===== src/source/sdram_mux_pkg.sv =====
/*
 * Shared constants and types for the SDRAM slot multiplexer.
 * Imported by the slot, arbiter, router and top level, and by the testbench
 * so that its model uses the same address map.
 */
`default_nettype none

package sdram_mux_pkg;

    localparam int num_slots = 4;   // ROM, work RAM, tile VRAM, palette VRAM
    localparam int slot_aw   = 18;  // Client word address
    localparam int sdram_aw  = 22;  // SDRAM word address
    localparam int dw        = 16;
    localparam int id_w      = 2;   // Wide enough for a slot index

    // Region base per slot, slot 3 first in the concatenation
    // Both VRAM readers look into the same region
    localparam logic [num_slots-1:0][sdram_aw-1:0] slot_offset = {
        22'h3B_0000,    // Palette VRAM
        22'h3B_0000,    // Tile VRAM
        22'h3A_8000,    // Work RAM
        22'h00_0000     // CPU ROM
    };

    typedef enum logic [1:0] {
        idle,       // Looking for a requesting slot
        request,    // Winner chosen, grant and command go out next edge
        wait_ack    // sdram_req held until the controller acks
    } arb_state_e;

endpackage

`default_nettype wire

===== src/source/sdram_mux.sv =====
/*
 * Top level of the SDRAM slot multiplexer.
 * Four client slots share one SDRAM controller port through a round-robin
 * arbiter; the data router returns each reply to its slot.
 */
`timescale 1ns/1ps
`default_nettype none

module sdram_mux import sdram_mux_pkg::*; (
    input  logic                                clk,
    input  logic                                rst_n,
    // Clients, slot i at index i
    input  logic [num_slots-1:0]                slot_cs,
    input  logic [num_slots-1:0][slot_aw-1:0]   slot_addr,
    input  logic [num_slots-1:0]                slot_wr,
    input  logic [num_slots-1:0][dw-1:0]        slot_din,
    input  logic [num_slots-1:0][1:0]           slot_wrmask,   // Active low per byte
    output logic [num_slots-1:0][dw-1:0]        slot_dout,
    output logic [num_slots-1:0]                slot_ok,
    // SDRAM controller
    output logic                                sdram_req,
    input  logic                                sdram_ack,
    output logic [sdram_aw-1:0]                 sdram_addr,
    output logic                                sdram_rnw,
    output logic [1:0]                          sdram_wrmask,
    output logic [dw-1:0]                       data_write,
    input  logic                                data_rdy,
    input  logic [dw-1:0]                       data_read
);

    logic [num_slots-1:0]               req;
    logic [num_slots-1:0][sdram_aw-1:0] req_addr;
    logic [num_slots-1:0]               req_wr;
    logic [num_slots-1:0][dw-1:0]       req_din;
    logic [num_slots-1:0][1:0]          req_mask;
    logic [num_slots-1:0]               grant;
    logic [num_slots-1:0]               reply_valid;
    logic [dw-1:0]                      reply_data;
    logic                               reply_done;
    logic                               push_valid;
    logic [id_w-1:0]                    push_id;

    for (genvar g = 0; g < num_slots; g++) begin : g_slot
        sdram_slot #(.idx(g)) u_slot (
            .clk         ( clk            ),
            .rst_n       ( rst_n          ),
            .slot_cs     ( slot_cs[g]     ),
            .slot_addr   ( slot_addr[g]   ),
            .slot_wr     ( slot_wr[g]     ),
            .slot_din    ( slot_din[g]    ),
            .slot_wrmask ( slot_wrmask[g] ),
            .slot_ok     ( slot_ok[g]     ),
            .slot_dout   ( slot_dout[g]   ),
            .req         ( req[g]         ),
            .req_addr    ( req_addr[g]    ),
            .req_wr      ( req_wr[g]      ),
            .req_din     ( req_din[g]     ),
            .req_mask    ( req_mask[g]    ),
            .grant       ( grant[g]       ),
            .reply_valid ( reply_valid[g] ),
            .reply_data  ( reply_data     )   // Shared, qualified per slot
        );
    end

    sdram_arbiter u_arbiter (
        .clk          ( clk          ),
        .rst_n        ( rst_n        ),
        .req          ( req          ),
        .req_addr     ( req_addr     ),
        .req_wr       ( req_wr       ),
        .req_din      ( req_din      ),
        .req_mask     ( req_mask     ),
        .grant        ( grant        ),
        .sdram_req    ( sdram_req    ),
        .sdram_ack    ( sdram_ack    ),
        .sdram_addr   ( sdram_addr   ),
        .sdram_rnw    ( sdram_rnw    ),
        .sdram_wrmask ( sdram_wrmask ),
        .data_write   ( data_write   ),
        .push_valid   ( push_valid   ),
        .push_id      ( push_id      ),
        .reply_done   ( reply_done   )
    );

    sdram_data_router u_router (
        .clk         ( clk         ),
        .rst_n       ( rst_n       ),
        .push_valid  ( push_valid  ),
        .push_id     ( push_id     ),
        .data_rdy    ( data_rdy    ),
        .data_read   ( data_read   ),
        .reply_valid ( reply_valid ),
        .reply_data  ( reply_data  ),
        .reply_done  ( reply_done  )
    );

endmodule

`default_nettype wire


===== src/source/sdram_data_router.sv =====
/*
 * Steers each word from the SDRAM controller back to the slot that issued
 * the access. Owner ids are queued at ack time; the controller answers in
 * ack order, so the queue head always owns the next data_rdy.
 */
`timescale 1ns/1ps
`default_nettype none

module sdram_data_router import sdram_mux_pkg::*; (
    input  logic                 clk,
    input  logic                 rst_n,
    input  logic                 push_valid,
    input  logic [id_w-1:0]      push_id,
    input  logic                 data_rdy,
    input  logic [dw-1:0]        data_read,
    output logic [num_slots-1:0] reply_valid,
    output logic [dw-1:0]        reply_data,
    output logic                 reply_done
);

    logic [1:0][id_w-1:0] owner_q;   // Two-deep, matches the in-flight limit
    logic                 wr_ptr;
    logic                 rd_ptr;
    logic [1:0]           count;
    logic [id_w-1:0]      head;

    assign head = owner_q[rd_ptr];

    always_ff @(posedge clk or negedge rst_n) begin
        if (!rst_n) begin
            wr_ptr      <= 1'b0;
            rd_ptr      <= 1'b0;
            count       <= '0;
            reply_valid <= '0;
            reply_done  <= 1'b0;
        end else begin
            reply_valid <= '0;
            reply_done  <= data_rdy;   // Lets the arbiter free an in-flight slot
            count       <= count + 2'(push_valid) - 2'(data_rdy);
            if (push_valid)
                wr_ptr <= ~wr_ptr;
            if (data_rdy) begin
                rd_ptr            <= ~rd_ptr;
                reply_valid[head] <= 1'b1;
            end
        end
    end

    always_ff @(posedge clk) begin
        if (push_valid)
            owner_q[wr_ptr] <= push_id;
        if (data_rdy)
            reply_data <= data_read;   // Meaningless for writes
    end

    // Controller must not answer more accesses than the arbiter issued
    a_rdy_has_owner: assert property (
        @(posedge clk) disable iff (!rst_n) data_rdy |-> count != 2'd0
    ) else $error("data_rdy with no access in flight");

endmodule

`default_nettype wire


===== src/source/sdram_arbiter.sv =====
/*
 * Round-robin arbiter in front of the SDRAM controller port.
 * Grants one slot at a time, holds its command on the SDRAM side until
 * sdram_ack, and hands the owner id to the data router. At most two
 * accesses are allowed in flight at the controller.
 */
`timescale 1ns/1ps
`default_nettype none

module sdram_arbiter import sdram_mux_pkg::*; (
    input  logic                                clk,
    input  logic                                rst_n,
    // Slot requests
    input  logic [num_slots-1:0]                req,
    input  logic [num_slots-1:0][sdram_aw-1:0]  req_addr,
    input  logic [num_slots-1:0]                req_wr,
    input  logic [num_slots-1:0][dw-1:0]        req_din,
    input  logic [num_slots-1:0][1:0]           req_mask,
    output logic [num_slots-1:0]                grant,
    // SDRAM controller
    output logic                                sdram_req,
    input  logic                                sdram_ack,
    output logic [sdram_aw-1:0]                 sdram_addr,
    output logic                                sdram_rnw,
    output logic [1:0]                          sdram_wrmask,
    output logic [dw-1:0]                       data_write,
    // Router
    output logic                                push_valid,
    output logic [id_w-1:0]                     push_id,
    input  logic                                reply_done
);

    arb_state_e      state;
    logic [id_w-1:0] sel;           // Current owner, also the round-robin pointer
    logic [id_w-1:0] pick_id;
    logic [id_w-1:0] cand;
    logic            pick_valid;
    logic [1:0]      inflight;
    logic            acked;

    assign acked      = (state == wait_ack) && sdram_ack;
    assign push_valid = acked;
    assign push_id    = sel;

    // First requester after the last slot served
    always_comb begin
        pick_valid = 1'b0;
        pick_id    = sel;
        cand       = sel;
        for (int i = 1; i <= num_slots; i++) begin
            cand = id_w'(sel + i);  // Wraps since num_slots is a power of two
            if (!pick_valid && req[cand]) begin
                pick_valid = 1'b1;
                pick_id    = cand;
            end
        end
    end

    always_ff @(posedge clk or negedge rst_n) begin
        if (!rst_n) begin
            state     <= idle;
            sel       <= id_w'(num_slots - 1);   // Slot 0 wins first
            grant     <= '0;
            sdram_req <= 1'b0;
            inflight  <= '0;
        end else begin
            grant    <= '0;
            inflight <= inflight + 2'(acked) - 2'(reply_done);
            case (state)
                idle: begin
                    if (pick_valid && inflight < 2'd2) begin
                        sel   <= pick_id;
                        state <= request;
                    end
                end
                request: begin
                    grant[sel] <= 1'b1;   // One-cycle pulse
                    sdram_req  <= 1'b1;
                    state      <= wait_ack;
                end
                wait_ack: begin
                    if (sdram_ack) begin
                        sdram_req <= 1'b0;
                        state     <= idle;
                    end
                end
                default: state <= idle;
            endcase
        end
    end

    // Command registers follow the owner, held through back-pressure
    always_ff @(posedge clk) begin
        if (state == request) begin
            sdram_addr   <= req_addr[sel];
            sdram_rnw    <= ~req_wr[sel];
            sdram_wrmask <= req_mask[sel];
            data_write   <= req_din[sel];
        end
    end

    a_grant_requester: assert property (
        @(posedge clk) disable iff (!rst_n)
        grant != '0 |-> $onehot(grant) && (grant & req) == grant && sdram_req
    ) else $error("grant %b not matched to a single requesting slot", grant);

    a_inflight_max: assert property (
        @(posedge clk) disable iff (!rst_n) inflight <= 2'd2
    ) else $error("more than two SDRAM accesses in flight");

endmodule

`default_nettype wire


===== src/source/sdram_slot.sv =====
/*
 * One client port of the SDRAM mux.
 * Adds the slot's region offset, answers repeated reads from the last word
 * it fetched, and otherwise raises a request to the arbiter and waits for
 * the routed reply. Instantiated once per slot by the top level.
 */
`timescale 1ns/1ps
`default_nettype none

module sdram_slot import sdram_mux_pkg::*; #(
    parameter int idx = 0   // Selects the region offset
) (
    input  logic                clk,
    input  logic                rst_n,
    // Client side
    input  logic                slot_cs,
    input  logic [slot_aw-1:0]  slot_addr,
    input  logic                slot_wr,
    input  logic [dw-1:0]       slot_din,
    input  logic [1:0]          slot_wrmask,
    output logic                slot_ok,
    output logic [dw-1:0]       slot_dout,
    // Arbiter side
    output logic                req,
    output logic [sdram_aw-1:0] req_addr,
    output logic                req_wr,
    output logic [dw-1:0]       req_din,
    output logic [1:0]          req_mask,
    input  logic                grant,
    // Router side
    input  logic                reply_valid,
    input  logic [dw-1:0]       reply_data
);

    logic               valid;        // last_data may serve hits
    logic [slot_aw-1:0] last_addr;
    logic [dw-1:0]      last_data;
    logic [slot_aw-1:0] pend_addr;    // Address of the access in progress
    logic               wait_reply;   // Granted, reply not yet back
    logic               ok_r;
    logic               same_addr;
    logic               done;
    logic               hit;
    logic               start;
    logic               issue;

    assign same_addr = slot_addr == last_addr;
    assign done      = ok_r & same_addr;   // Current access already answered
    assign hit       = slot_cs & ~slot_wr & valid & same_addr;
    assign start     = slot_cs & ~done & ~req & ~wait_reply;
    assign issue     = start & ~hit;

    // Drops at once when the client moves on to another address
    assign slot_ok   = ok_r & slot_cs & same_addr;
    assign slot_dout = last_data;

    always_ff @(posedge clk or negedge rst_n) begin
        if (!rst_n) begin
            req        <= 1'b0;
            wait_reply <= 1'b0;
            ok_r       <= 1'b0;
            valid      <= 1'b0;
        end else begin
            if (grant) begin
                req        <= 1'b0;
                wait_reply <= 1'b1;
            end
            if (reply_valid) begin
                wait_reply <= 1'b0;
                ok_r       <= 1'b1;
                // A byte-masked write leaves the stored word incomplete
                valid      <= ~req_wr | (req_mask == 2'b00);
            end else if (!slot_cs || !same_addr) begin
                ok_r <= 1'b0;
            end
            if (start) begin
                if (hit)
                    ok_r <= 1'b1;   // Served from last_data
                else
                    req  <= 1'b1;
            end
        end
    end

    always_ff @(posedge clk) begin
        if (issue) begin
            req_addr  <= slot_offset[idx] + sdram_aw'(slot_addr);
            req_wr    <= slot_wr;
            req_din   <= slot_din;
            req_mask  <= slot_wrmask;
            pend_addr <= slot_addr;
        end
        if (reply_valid) begin
            last_addr <= pend_addr;
            last_data <= req_wr ? req_din : reply_data;
        end
    end

    // The router only returns data for an access this slot was granted
    a_reply_owned: assert property (
        @(posedge clk) disable iff (!rst_n) reply_valid |-> wait_reply
    ) else $error("slot %0d got a reply with no request outstanding", idx);

endmodule

`default_nettype wire


===== config.mk =====
export PLATFORM = sky130hd
export DESIGN_NAME = sdram_mux
export DESIGN_NICKNAME = d
export VERILOG_FILES = /design/src/source/sdram_mux_pkg.sv /design/src/source/sdram_mux.sv /design/src/source/sdram_data_router.sv /design/src/source/sdram_arbiter.sv /design/src/source/sdram_slot.sv
export SDC_FILE = /design/constraint.sdc
export NUM_CORES = 1
export LEC_CHECK = 0
export CAP_MARGIN = 20
export CORE_MARGIN = 2
export CORE_UTILIZATION = 30
export DETAILED_ROUTE_END_ITERATION = 6
export DONT_BUFFER_PORTS = 1
export HOLD_SLACK_MARGIN = 0.1
export PLACE_DENSITY = 0.47
export SYNTH_ARGS = -nofsm -noshare
export SYNTH_HDL_FRONTEND = slang
export SYNTH_SLANG_ARGS = --single-unit

===== constraint.sdc =====
create_clock -name clk -period 7 [get_ports clk]
set_clock_uncertainty 0.2 [all_clocks]
set_input_delay 0.35 -clock clk [delete_from_list [all_inputs] [get_ports clk]]
set_output_delay 0.35 -clock clk [all_outputs]
set_load 0.005 [all_outputs]

==> metrics.md <==
| Metric | Value |
|---|---|
| Share of cells above drive strength 1 | 19.34% |
| Skew-Pair Late Insertion Delay | 0.55 ns |
| Arr. time, crit path | 3.39 ns |
| Core footprint | 0.04905 sq mm |
| WP data required | 7.06 ns |
| Metal2 WL | 21400 um |
| Area growth syn-to-layout | 27.00% |
| Kind of cell adding the most delay to the critical path | simple AND/OR/NAND/NOR gates |
| # DRC | 0 |
| Global placement routability congestion | 0.7590 |
| Worst Hold Class | primary input to flop |
| Clock root buffer | clkbuf_16 |
| Power Dens Cells | 357.0 mW/mm^2 |
| GRT Residual Overflow | 0 |
| Slack of the critical path | 3.665 ns |
| Synth async-reset ratio | 8.786% |
| Iter 0 DRT Violations | 606 |
| CP Cell Sequence | xnor2_1 > nand4_1 > nor4_1 > a31oi_4 > buf_4 |
| # IOs | 282 |
| Number of flops mapped to enable cells by yosys | 353 |
| Die Width | 227.0 um |
| Gate Count Post-Synth | 758 |
| Routed length per instance | 26.79 um |
| CTS Sinks | 387 |
| Main synth FF type | edfxtp_1 |
| Pre-CTS setup slack | 3.601 ns |
| Vias in the first global route | 8615 |
| Initial cell density of the core | 30.41% |
| First-pass DRT Iterations | 5 |
| Max_cap viols | 0 |
| Yosys cell types | 45 |
| Crit-path slowest cell | nor4_1 |
| #FFs+latches synth | 387 |
| Post-CTS Hold Buffers | 174 |
| Fillers | 4541 |
| Worst-Margin Slew | 1.007 ns |
| CP Launch Type | flop |
| Buf/Inv on CP | 1 |
| Final Slew Violations | 0 |
| Vias per cell | 4.755 |
| DP Cell Count | 1410 |
| DP Wirelength | 28330 um |
| Die height | 227.0 um |
| Synth Area per Inst | 19.68 sq um |
| Endpoints failing setup | 0 |
| Met1 wire length | 18840 um |
| TritonCTS buffer count | 44 |
| Final WL | 44550 um |
| DR vias | 7908 |
| Die ar. | 0.05153 sq mm |
| Setup Buffers After CTS | 0 |
| Crit Path Category | flop to flop |
| DRT antenna net count | 0 |
| Power, Total | 0.006765 W |
| Post_cts resized | 0 |
| Most common cell after layout, fill and taps aside | edfxtp_1 |
| Syn_nets | 939 |
| Crit-path max cell delay | 0.82 ns |
| Critical Path End Type | flop |
| CTS Buffer Depth | 3 |
| Sequential-to-total area share from yosys stat | 76.78% |
| Leak Pwr | 6.302 nW |
| Max VDD drop | 169.6 uV |
| Most frequent cells in the layout | edfxtp_1, dlygate4sd3_1, xnor2_1 |
| Finished Layout Cells | 1663 |
| Row cnt | 81 |
| Tcrit/Tclk final | 47.64% |
| Max Clock Freq | 299.9 MHz |
| Final Net Count | 1147 |
| WL met3 | 3085 um |
| Hold_ws | 0.1284 ns |
| Largest net degree at the start of global routing | 51 |
| First-pass GRT wire length | 62770 um |
| Final min period | 3.335 ns |
| Uppermost routed layer | met4 |
| TNS Setup | 0 ns |
| RSZ-0062 raised after global routing | no |
| Antenna violations before repair | 1 |
| GR Util All Layers | 17.35% |
| CTS tree | built |
| Headroom to the max-slew limit | 32.35% |
| Hold Fails Final Rpt | 0 |
| Yosys warns | 0 |
| Status | finished, final reports clean |
| Mapped cell area | 0.01492 sq mm |
| IO Port Bufs | 0 |
| Clock transition at the registers of the reported paths | 0.06 ns |
| Crit path max fanout | 22 |
| Max H-tree Level | 2 |
-- stage by stage --
stage,util (%),instance area (sq um)
global route,38.62,18940
floorplan,-,14920
CTS,38.62,18940
global placement,32.14,15770
finish,38.62,18950
detailed placement,32.31,15850
-- sequential cells by signal (all words and copies together), names as in the netlist, 8 cells and up --
name / count
g_slot.u_slot.req_addr: 10
u_arbiter.sdram_addr: 20
g_slot.u_slot.last_addr: 72
u_arbiter.data_write: 16
g_slot.u_slot.slot_dout: 64
g_slot.u_slot.req_mask: 8
g_slot.u_slot.req_din: 64
u_router.reply_data: 16
g_slot.u_slot.pend_addr: 72
-- area by class of cell --
type / count / area, sq um / area share, %
antenna: 1 / 2.502 / 0.01321
clock buffer: 62 / 1190 / 6.281
clock inverter: 16 / 132.6 / 0.7000
inverter: 17 / 63.81 / 0.3368
multi-input combinational: 328 / 3327 / 17.56
sequential: 387 / 11460 / 60.50
tap: 664 / 830.8 / 4.385
timing repair buffer: 188 / 1937 / 10.22
-- synthesized netlist by cell type, drive strengths merged, types with 9 or more instances --
master	count	area share, %
buf	22	0.85
xor2	9	0.53
dfrtp	32	5.4
inv	17	0.43
mux4	39	5.9
nand4	16	0.67
ha	9	0.75
mux2	65	4.9
xnor2	69	4.1
edfxtp	353	71
nor2	20	0.50
-- cells by family (layout without fill, tap and decap cells) --
family / after synthesis / in the layout / synth area share [%]
buffers and inverters: 43 / 283 / 1.375
AOI/OAI and AO/OA: 43 / 43 / 2.114
xor gates and xnor gates: 78 / 78 / 4.579
muxes: 107 / 107 / 11.00
other: 0 / 1 / 0
DFF: 387 / 387 / 76.78
adders and majority gates: 9 / 9 / 0.7549
and+or+nand+nor: 91 / 91 / 3.405
-- worst min-delay path, stage by stage --
cell and delay, ns:
xnor2_1 0.04, nand4_1 0.08, nor3_1 0.14, a22oi_1 0.20
-- routing by layer --
metal,track usage [%],up-vias
li1,-,3389
met1,22.61,4164
met2,28.03,285
met3,5.111,70
met4,5.292,0
met5,0,-
-- power breakdown --
part	switching, W	internal, W	total [W]
sequential	0.000349	0.00307	0.00342
combinational	0.000617	0.000558	0.00117
clock	0.000912	0.00126	0.00217
total	0.00188	0.00489	0.00676
-- final timing paths --
check | from | to | slack [ns] | cells past startpoint
max in group asynchronous | rst_n | u_router.reply_valid[2] | 6.21 | 3
setup reg to reg | g_slot[0].u_slot.last_addr[0] | g_slot[0].u_slot.pend_addr[15] | 3.67 | 5
min in group asynchronous | rst_n | g_slot[1].u_slot.valid | 0.19 | 3
hold / removal | slot_addr[43] | g_slot[2].u_slot.req | 0.13 | 4
hold reg to reg | g_slot[1].u_slot.pend_addr[17] | g_slot[1].u_slot.last_addr[17] | 0.22 | 0
setup / recovery | g_slot[0].u_slot.last_addr[0] | g_slot[0].u_slot.pend_addr[15] | 3.67 | 5
(Power assumes the default switching activity.)
